### config.mk
export PLATFORM = sky130hd
export DESIGN_NAME = rotator_top
export DESIGN_NICKNAME = d
export VERILOG_FILES = /design/src/rotator_pkg.sv /design/src/coord_rotate_if.sv /design/src/sin_cos_table.sv /design/src/rotate_coor.sv /design/src/sprite_store.sv /design/src/image_rotator.sv /design/src/rotator_top.sv
export VERILOG_INCLUDE_DIRS = /design/src
export SDC_FILE = /design/constraint.sdc
export NUM_CORES = 2
export LEC_CHECK = 0
export BUFFER_PORTS_ARGS = -buffer_cell sky130_fd_sc_hd__buf_2
export CAP_MARGIN = 25
export CORE_UTILIZATION = 56
export DETAILED_ROUTE_END_ITERATION = 8
export PLACE_DENSITY = 0.75
export SETUP_SLACK_MARGIN = 0.5
export SLEW_MARGIN = 10
export SYNTH_ARGS = -nofsm -noshare
export SYNTH_HDL_FRONTEND = slang
export SYNTH_HIERARCHICAL = 1
export SYNTH_SLANG_ARGS = --single-unit
### constraint.sdc
create_clock -name i_clk -period 4.9 [get_ports i_clk]
set_clock_uncertainty 0.15 [all_clocks]
set_input_delay 0.245 -clock i_clk [delete_from_list [all_inputs] [get_ports i_clk]]
set_output_delay 0.245 -clock i_clk [all_outputs]
set_load 0.005 [all_outputs]
### src/rotator_settings.svh
`ifndef ROTATOR_SETTINGS_SVH
`define ROTATOR_SETTINGS_SVH

////////////////////////////////////////
// Sprite geometry.
////////////////////////////////////////

`define ROT_IMAGE_SIZE  16
`define ROT_COOR_WIDTH  4
`define ROT_COLOR_WIDTH 4

////////////////////////////////////////
// Angle and trig precision.
////////////////////////////////////////

// Signed, 512 steps per turn, positive is counter-clockwise.
`define ROT_ANG_WIDTH   9
`define ROT_TRIG_FRAC   8

`endif

### src/rotator_pkg.sv
`include "rotator_settings.svh"

package rotator_pkg;

    // Pixel coordinate inside the sprite.
    typedef logic [`ROT_COOR_WIDTH-1:0] coor_t;

    // Colour index, zero is transparent.
    typedef logic [`ROT_COLOR_WIDTH-1:0] color_t;

    typedef logic signed [`ROT_ANG_WIDTH-1:0] angle_t;

    // Sign, one integer bit and the fraction.
    typedef logic signed [`ROT_TRIG_FRAC+1:0] trig_t;

    typedef enum logic [1:0] {
        SCAN_IDLE = 2'd0,
        SCAN_RUN  = 2'd1,
        SCAN_HOLD = 2'd2
    } scan_state_e;

endpackage

### src/coord_rotate_if.sv
interface coord_rotate_if;

    // Request side, one coordinate per cycle.
    logic                 req_valid;
    rotator_pkg::coor_t   req_h;
    rotator_pkg::coor_t   req_v;
    rotator_pkg::angle_t  req_angle;

    // Result side, three cycles later.
    logic                 rsp_valid;
    rotator_pkg::coor_t   rsp_src_h;
    rotator_pkg::coor_t   rsp_src_v;
    logic                 rsp_out_of_range;
    rotator_pkg::coor_t   rsp_dst_h;
    rotator_pkg::coor_t   rsp_dst_v;
    logic                 rsp_last;

    modport req (
        output req_valid, req_h, req_v, req_angle,
        input  rsp_valid, rsp_src_h, rsp_src_v, rsp_out_of_range,
        input  rsp_dst_h, rsp_dst_v, rsp_last
    );

    modport rsp (
        input  req_valid, req_h, req_v, req_angle,
        output rsp_valid, rsp_src_h, rsp_src_v, rsp_out_of_range,
        output rsp_dst_h, rsp_dst_v, rsp_last
    );

endinterface

### src/sin_cos_table.sv
`include "rotator_settings.svh"

module sin_cos_table (
    input  rotator_pkg::angle_t i_angle,
    output rotator_pkg::trig_t  o_sin,
    output rotator_pkg::trig_t  o_cos
);

    localparam int IDX_W = `ROT_ANG_WIDTH - 2;
    localparam int QUART = 1 << IDX_W;
    localparam real PI = 3.14159265358979323846;

    typedef rotator_pkg::trig_t qtab_t [0:QUART];

    function automatic qtab_t build_qtab();
        qtab_t tab;
        real   phase;
        for (int i = 0; i <= QUART; i++) begin
            phase  = 2.0 * PI * i / (4 * QUART);
            tab[i] = rotator_pkg::trig_t'(int'($sin(phase) * (1 << `ROT_TRIG_FRAC)));
        end
        return tab;
    endfunction

    // First quadrant including the quarter-turn point.
    localparam qtab_t QTAB = build_qtab();

    logic [1:0]         quad;
    logic [IDX_W-1:0]   idx;
    logic [IDX_W:0]     rev_idx;
    rotator_pkg::trig_t t_fwd;
    rotator_pkg::trig_t t_rev;

    assign quad    = i_angle[`ROT_ANG_WIDTH-1 -: 2];
    assign idx     = i_angle[IDX_W-1:0];
    assign rev_idx = (IDX_W+1)'(QUART) - {1'b0, idx};
    assign t_fwd   = QTAB[idx];
    assign t_rev   = QTAB[rev_idx];

    // Cosine is sine a quarter turn ahead.
    always_comb begin
        unique case (quad)
            2'd0: begin
                o_sin = t_fwd;
                o_cos = t_rev;
            end
            2'd1: begin
                o_sin = t_rev;
                o_cos = -t_fwd;
            end
            2'd2: begin
                o_sin = -t_fwd;
                o_cos = -t_rev;
            end
            default: begin
                o_sin = -t_rev;
                o_cos = t_fwd;
            end
        endcase
    end

endmodule

### src/rotate_coor.sv
`include "rotator_settings.svh"

module rotate_coor (
    input  logic              i_clk,
    input  logic              i_rst_n,
    coord_rotate_if.rsp       rot
);

    localparam int COOR_W = `ROT_COOR_WIDTH;
    localparam int OFF_W  = COOR_W + 2;
    localparam int TRIG_W = $bits(rotator_pkg::trig_t);
    localparam int PROD_W = OFF_W + TRIG_W;
    localparam int SUM_W  = PROD_W + 2;

    localparam rotator_pkg::coor_t LAST = COOR_W'(`ROT_IMAGE_SIZE - 1);
    localparam logic signed [OFF_W-1:0] CENTRE = OFF_W'(`ROT_IMAGE_SIZE - 1);
    // Centre shift plus half a pixel for rounding.
    localparam logic signed [SUM_W-1:0] ROUND_OFF = SUM_W'(`ROT_IMAGE_SIZE << `ROT_TRIG_FRAC);

    rotator_pkg::trig_t sin_c;
    rotator_pkg::trig_t cos_c;

    sin_cos_table u_sin_cos_table (
        .i_angle (rot.req_angle),
        .o_sin   (sin_c),
        .o_cos   (cos_c)
    );

    logic signed [OFF_W-1:0] dx_c;
    logic signed [OFF_W-1:0] dy_c;

    // Doubled offsets from the sprite centre.
    assign dx_c = $signed({1'b0, rot.req_h, 1'b0}) - CENTRE;
    assign dy_c = $signed({1'b0, rot.req_v, 1'b0}) - CENTRE;

    ////////////////////////////////////////
    // Pipeline registers.
    ////////////////////////////////////////

    logic                      s1_valid;
    logic signed [OFF_W-1:0]   s1_dx;
    logic signed [OFF_W-1:0]   s1_dy;
    rotator_pkg::trig_t        s1_sin;
    rotator_pkg::trig_t        s1_cos;
    rotator_pkg::coor_t        s1_dst_h;
    rotator_pkg::coor_t        s1_dst_v;
    logic                      s1_last;

    logic                      s2_valid;
    logic signed [PROD_W-1:0]  s2_cx;
    logic signed [PROD_W-1:0]  s2_sy;
    logic signed [PROD_W-1:0]  s2_sx;
    logic signed [PROD_W-1:0]  s2_cy;
    rotator_pkg::coor_t        s2_dst_h;
    rotator_pkg::coor_t        s2_dst_v;
    logic                      s2_last;

    logic signed [SUM_W-1:0]   sum_x;
    logic signed [SUM_W-1:0]   sum_y;
    logic signed [SUM_W-1:0]   src_x;
    logic signed [SUM_W-1:0]   src_y;
    logic                      oor_c;

    assign sum_x = s2_cx + s2_sy + ROUND_OFF;
    assign sum_y = s2_cy - s2_sx + ROUND_OFF;
    // Floor divide back to single pixel units.
    assign src_x = sum_x >>> (`ROT_TRIG_FRAC + 1);
    assign src_y = sum_y >>> (`ROT_TRIG_FRAC + 1);
    assign oor_c = (src_x < 0) || (src_x > `ROT_IMAGE_SIZE - 1) ||
                   (src_y < 0) || (src_y > `ROT_IMAGE_SIZE - 1);

    always_ff @(posedge i_clk or negedge i_rst_n) begin
        if (!i_rst_n) begin
            s1_valid      <= 1'b0;
            s2_valid      <= 1'b0;
            rot.rsp_valid <= 1'b0;
        end else begin
            s1_valid      <= rot.req_valid;
            s2_valid      <= s1_valid;
            rot.rsp_valid <= s2_valid;
        end
    end

    always_ff @(posedge i_clk) begin
        s1_dx    <= dx_c;
        s1_dy    <= dy_c;
        s1_sin   <= sin_c;
        s1_cos   <= cos_c;
        s1_dst_h <= rot.req_h;
        s1_dst_v <= rot.req_v;
        s1_last  <= (rot.req_h == LAST) && (rot.req_v == LAST);

        s2_cx    <= s1_cos * s1_dx;
        s2_sy    <= s1_sin * s1_dy;
        s2_sx    <= s1_sin * s1_dx;
        s2_cy    <= s1_cos * s1_dy;
        s2_dst_h <= s1_dst_h;
        s2_dst_v <= s1_dst_v;
        s2_last  <= s1_last;

        rot.rsp_src_h        <= src_x[COOR_W-1:0];
        rot.rsp_src_v        <= src_y[COOR_W-1:0];
        rot.rsp_out_of_range <= oor_c;
        rot.rsp_dst_h        <= s2_dst_h;
        rot.rsp_dst_v        <= s2_dst_v;
        rot.rsp_last         <= s2_last;
    end

    latency_a: assert property (@(posedge i_clk) disable iff (!i_rst_n)
        rot.rsp_valid == $past(rot.req_valid, 3));

endmodule

### src/sprite_store.sv
`include "rotator_settings.svh"

module sprite_store (
    input  logic                i_clk,
    input  logic                i_rst_n,
    input  logic                i_wr_en,
    input  rotator_pkg::coor_t  i_wr_h,
    input  rotator_pkg::coor_t  i_wr_v,
    input  rotator_pkg::color_t i_wr_data,
    input  rotator_pkg::coor_t  i_rd_h,
    input  rotator_pkg::coor_t  i_rd_v,
    output rotator_pkg::color_t o_rd_data
);

    localparam int DEPTH = `ROT_IMAGE_SIZE * `ROT_IMAGE_SIZE;

    // Row-major, row index in the upper address bits.
    rotator_pkg::color_t mem [0:DEPTH-1];

    always_ff @(posedge i_clk or negedge i_rst_n) begin
        if (!i_rst_n) begin
            for (int i = 0; i < DEPTH; i++) begin
                mem[i] <= '0;
            end
        end else if (i_wr_en) begin
            mem[{i_wr_v, i_wr_h}] <= i_wr_data;
        end
    end

    assign o_rd_data = mem[{i_rd_v, i_rd_h}];

endmodule

### src/image_rotator.sv
`include "rotator_settings.svh"

module image_rotator (
    input  logic                i_clk,
    input  logic                i_rst_n,
    input  logic                i_start,
    input  rotator_pkg::angle_t i_angle,
    coord_rotate_if.req         rot,
    output rotator_pkg::coor_t  o_rd_h,
    output rotator_pkg::coor_t  o_rd_v,
    input  rotator_pkg::color_t i_rd_data,
    output rotator_pkg::color_t o_pixel,
    output logic                o_opacity,
    output rotator_pkg::coor_t  o_dst_h,
    output rotator_pkg::coor_t  o_dst_v,
    output logic                o_valid,
    output logic                o_frame_done
);

    localparam rotator_pkg::coor_t LAST = `ROT_COOR_WIDTH'(`ROT_IMAGE_SIZE - 1);

    rotator_pkg::scan_state_e state;
    rotator_pkg::coor_t       scan_h;
    rotator_pkg::coor_t       scan_v;
    rotator_pkg::angle_t      frame_angle;
    logic                     scan_last;
    logic                     hit;

    assign scan_last = (scan_h == LAST) && (scan_v == LAST);

    ////////////////////////////////////////
    // Raster scanner.
    ////////////////////////////////////////

    always_ff @(posedge i_clk or negedge i_rst_n) begin
        if (!i_rst_n) begin
            state  <= rotator_pkg::SCAN_IDLE;
            scan_h <= '0;
            scan_v <= '0;
        end else begin
            unique case (state)
                rotator_pkg::SCAN_IDLE: begin
                    if (i_start) begin
                        state  <= rotator_pkg::SCAN_RUN;
                        scan_h <= '0;
                        scan_v <= '0;
                    end
                end
                rotator_pkg::SCAN_RUN: begin
                    if (!i_start) begin
                        state <= rotator_pkg::SCAN_IDLE;
                    end else if (scan_last) begin
                        state <= rotator_pkg::SCAN_HOLD;
                    end else begin
                        scan_h <= scan_h + 1'b1;
                        if (scan_h == LAST) begin
                            scan_v <= scan_v + 1'b1;
                        end
                    end
                end
                // Wait for start to drop.
                rotator_pkg::SCAN_HOLD: begin
                    if (!i_start) begin
                        state <= rotator_pkg::SCAN_IDLE;
                    end
                end
                default: state <= rotator_pkg::SCAN_IDLE;
            endcase
        end
    end

    // Angle is frozen for the whole frame.
    always_ff @(posedge i_clk) begin
        if (state == rotator_pkg::SCAN_IDLE && i_start) begin
            frame_angle <= i_angle;
        end
    end

    assign rot.req_valid = (state == rotator_pkg::SCAN_RUN);
    assign rot.req_h     = scan_h;
    assign rot.req_v     = scan_v;
    assign rot.req_angle = frame_angle;

    ////////////////////////////////////////
    // Pixel lookup.
    ////////////////////////////////////////

    assign o_rd_h = rot.rsp_src_h;
    assign o_rd_v = rot.rsp_src_v;

    assign hit          = rot.rsp_valid && !rot.rsp_out_of_range;
    assign o_pixel      = hit ? i_rd_data : '0;
    assign o_opacity    = hit && (i_rd_data != '0);
    assign o_dst_h      = rot.rsp_dst_h;
    assign o_dst_v      = rot.rsp_dst_v;
    assign o_valid      = rot.rsp_valid;
    assign o_frame_done = rot.rsp_valid && rot.rsp_last;

    // Raster order advances by exactly one pixel per running cycle.
    scan_step_a: assert property (@(posedge i_clk) disable iff (!i_rst_n)
        (state == rotator_pkg::SCAN_RUN && i_start && !scan_last) |=>
        (state == rotator_pkg::SCAN_RUN &&
         {scan_v, scan_h} == $past({scan_v, scan_h}) + 1'b1));

endmodule

### src/rotator_top.sv
module rotator_top (
    input  logic                i_clk,
    input  logic                i_rst_n,
    input  logic                i_start,
    input  rotator_pkg::angle_t i_angle,
    input  logic                i_wr_en,
    input  rotator_pkg::coor_t  i_wr_h,
    input  rotator_pkg::coor_t  i_wr_v,
    input  rotator_pkg::color_t i_wr_data,
    output rotator_pkg::color_t o_pixel,
    output logic                o_opacity,
    output rotator_pkg::coor_t  o_dst_h,
    output rotator_pkg::coor_t  o_dst_v,
    output logic                o_valid,
    output logic                o_frame_done
);

    rotator_pkg::coor_t  rd_h;
    rotator_pkg::coor_t  rd_v;
    rotator_pkg::color_t rd_data;

    coord_rotate_if rot_if ();

    sprite_store u_sprite_store (
        .i_clk     (i_clk),
        .i_rst_n   (i_rst_n),
        .i_wr_en   (i_wr_en),
        .i_wr_h    (i_wr_h),
        .i_wr_v    (i_wr_v),
        .i_wr_data (i_wr_data),
        .i_rd_h    (rd_h),
        .i_rd_v    (rd_v),
        .o_rd_data (rd_data)
    );

    image_rotator u_image_rotator (
        .i_clk        (i_clk),
        .i_rst_n      (i_rst_n),
        .i_start      (i_start),
        .i_angle      (i_angle),
        .rot          (rot_if),
        .o_rd_h       (rd_h),
        .o_rd_v       (rd_v),
        .i_rd_data    (rd_data),
        .o_pixel      (o_pixel),
        .o_opacity    (o_opacity),
        .o_dst_h      (o_dst_h),
        .o_dst_v      (o_dst_v),
        .o_valid      (o_valid),
        .o_frame_done (o_frame_done)
    );

    rotate_coor u_rotate_coor (
        .i_clk   (i_clk),
        .i_rst_n (i_rst_n),
        .rot     (rot_if)
    );

endmodule

==> results.ini <==
[outcome]
outcome=finished clean

[cells_and_area]
final_nets=5758
final_cell_mix=mux2_2, dfrtp_1, nor2_1
layout.cells.non_filler=6992
syn2layout_area_growth_pct=12.65
final_util=0.6390
drive_gt1_frac=0.3573
final_common_cell=mux2_2

[placement]
placed_cells=6649
gp_congestion=0.9236
dp_slack_ns=0.2237
dpl.hpwl_um=106400
port_buffers=39

[pwr]
internal_power_uw=22700
p_sw_uw=12540
peakVddDrop_uv=357.3
p_per_area_nw_per_um2=480.4
p_leak_uw=0.03453
combPwrFrac=0.413
p_clk_frac=0.271
switching_share=0.3560
power_frac_seq=0.316

[grt]
grt_pass1_vias=44799
grt_max_degree=173
grt_use_total=0.2817
grt_pass1_wl_um=259700
antenna_found_initial=4
grt_overflow=0

[cts]
cts_tree=done
root_buffer=clkbuf_16
clk_latency_ns=0.71
cts_buffer_depth=3
clkSinkCount=1166
cts_buffers=119
htree_levels=3
clk_pin_slew_ns=0.06

[sta]
tns_ns=0
setup_slack_ns=0.4361
hold_violations=0
fmax_mhz=224.0
setup_viol=0
worst_pin_slew_ns=1.135
min_period_ns=4.464
layout_worst_path_cycle_share=0.9110
slew_viol_final=0
whs_ns=0.03824
rsz0062_at_grt=true
slew_headroom=0.2426

[detailed_routing]
dr_total_vias=43360
final_antenna_net_count=0
viasPerCell=6.201
routed_wl_um=166700
drc=0
dr.pass1.iters=5
routedWlPerCell_um=23.84
drt_iter0_drc=3647

[die]
fp.dieArea_sq_um=117700
fp-row-count=124
coreArea_sq_um=114800
die_y_um=343.0
die_w_um=343.0
initial_core_util=0.5672
ioPinCount=40

[worst_setup_path]
crit_path_max_fanout=7
critPathArrivalTime_ns=4.92
r2r_cells=18
slowest_stage=fa_1
crit_path_end_kind=flop
cp_common_cell=fa_1
crit_path_cell_trace=and2_4 > fa_1 > inv_1 > fa_1 > fa_1 > inv_2 > fa_1 > buf_6 > inv_4 > fa_2 > nor2b_2 > o21ai_2 > a21boi_2 > o21ai_2 > a21oi_2 > o21ai_2 > or4b_1 > o311ai_1
cp.required_ns=5.36
cp-start-kind=flop
crit_buf_inv=4
crit_type=reg -> reg
slowest_delay_ns=0.51
cp.depth=18
crit_family=adder cells

[logic_synthesis]
syn_area_per_cell_sq_um=12.25
synth_cell_types=110
synth_edf_count=9
synth_area_sq_um=65120
synth-main-ff-cell=dfrtp_1
synthCells=5317
ys_warn_count=6
async_flop_share=0.8894
syn-num-nets=5703
yosysSeqAreaShare=0.4395
ys_ff_latch=1166

[worst_hold_path]
worstHoldPathType=in -> async

[job]
cap_violations=0

==> area by class of cell <==
class	count	area (sq um)
Antenna cell	3	7.507
Clock buffer	180	3611
Clock inverter	46	595.6
Fill cell	8395	41450
Inverter	300	1129
Multi-Input combinational cell	3484	34370
Sequential cell	1166	28710
Tap cell	1512	1892
Timing Repair Buffer	301	3045
==> state kept, by name, summed over array words and instances, names as in the netlist, 2 cells and up <==
name,flops
u_image_rotator/rot.req_angle,9
u_image_rotator/rot.req_h,4
u_image_rotator/rot.req_v,4
u_image_rotator/state,2
u_rotate_coor/rot.rsp_dst_h,4
u_rotate_coor/rot.rsp_dst_v,4
u_rotate_coor/rot.rsp_src_h,4
u_rotate_coor/rot.rsp_src_v,4
u_rotate_coor/s1_cos,10
u_rotate_coor/s1_dst_h,4
u_rotate_coor/s1_dst_v,4
u_rotate_coor/s1_sin,10
u_rotate_coor/s2_cx,16
u_rotate_coor/s2_cy,15
u_rotate_coor/s2_dst_h,4
u_rotate_coor/s2_dst_v,4
u_rotate_coor/s2_sx,16
u_rotate_coor/s2_sy,15
u_sprite_store/mem,1024
==> Yosys cell counts, drive strengths merged (18+ instances only) <==
cell type     n  area [sq um]
mux2       1069         12040
dfrtp      1037         25950
nor2        310          1166
inv         298          1119
clkbuf      247         927.1
nand2       247         927.1
mux4        198          4463
ha          189          2365
and2        176          1104
fa          172          3443
mux2i       121          1211
buf         120         758.2
dfxtp       120          2402
a21oi       117         589.3
nor2b        93         581.8
o21ai        92         464.2
xnor2        58         508.0
nand3        55         275.3
a22oi        49         367.9
nor3         47         272.8
a211oi       44         335.3
nand2b       43         269.0
o211ai       29         222.7
a221oi       22         192.7
o22ai        20         125.1
o31ai        19         147.6
nand4        18         112.6
==> metal layers <==
layer  GRT usage  routed length [um]
met1      0.3820               68810
met5           0                  41
met3     0.04233               10450
met2      0.4635               81110
met4     0.09833                6254
==> cell families (layout without fill, tap and decap cells) <==
family	Yosys count	after routing	synth area share
other	0	3	0
adders and majority gates	361	361	0.08919
DFF	1166	1166	0.4395
muxes	1388	1388	0.2720
AOI/OAI and AO/OA	581	581	0.06302
xor gates and xnor gates	75	75	0.01009
buffers and inverters	667	827	0.04317
and+or+nand+nor	1079	1079	0.08306
==> per-stage QoR <==
stage / cell area (sq um) / power [uW]
detailed placement: 67000 / 23680
CTS: 72210 / 34150
floorplan: 65210 / 20330
finish: 73360 / 35240
global placement: 66990 / 23400
global route: 73350 / 37140
==> power by group through the flow <==
stage                     clock network (uW)  logic [uW]  registers [uW]
after floorplan                            0        9460           10900
after global placement                     0       12000           11400
after detailed placement                   0       12200           11500
after CTS                               9690       13300           11100
after global routing                   10100       15800           11200
final                                   9550       14500           11100
==> path summary, 6_finish.rpt <==
path / slack, ns / start / endpoint
setup / recovery: 0.44 / u_rotate_coor/s1_sin[4] / u_rotate_coor/s2_sy[14]
hold / removal: 0.04 / i_rst_n / u_sprite_store/mem[643]
setup reg to reg: 0.44 / u_rotate_coor/s1_sin[4] / u_rotate_coor/s2_sy[14]
hold reg to reg: 0.18 / u_rotate_coor/s2_dst_v[3] / u_rotate_coor/rot.rsp_dst_v[3]
max in group asynchronous: 3.10 / i_rst_n / u_sprite_store/mem[914]
min in group i_clk: 0.07 / i_wr_h[1] / u_sprite_store/mem[900]
==> repair_timing <==
action,4_1_cts,5_1_grt
resized for setup,90,131
hold endpoints to repair,149,0
setup buffers,42,44
pin swaps,34,73
cloned,4,7
hold buffers,16,0
endpoints found under the setup margin,21,27
Power figures use the tool's default switching activity.
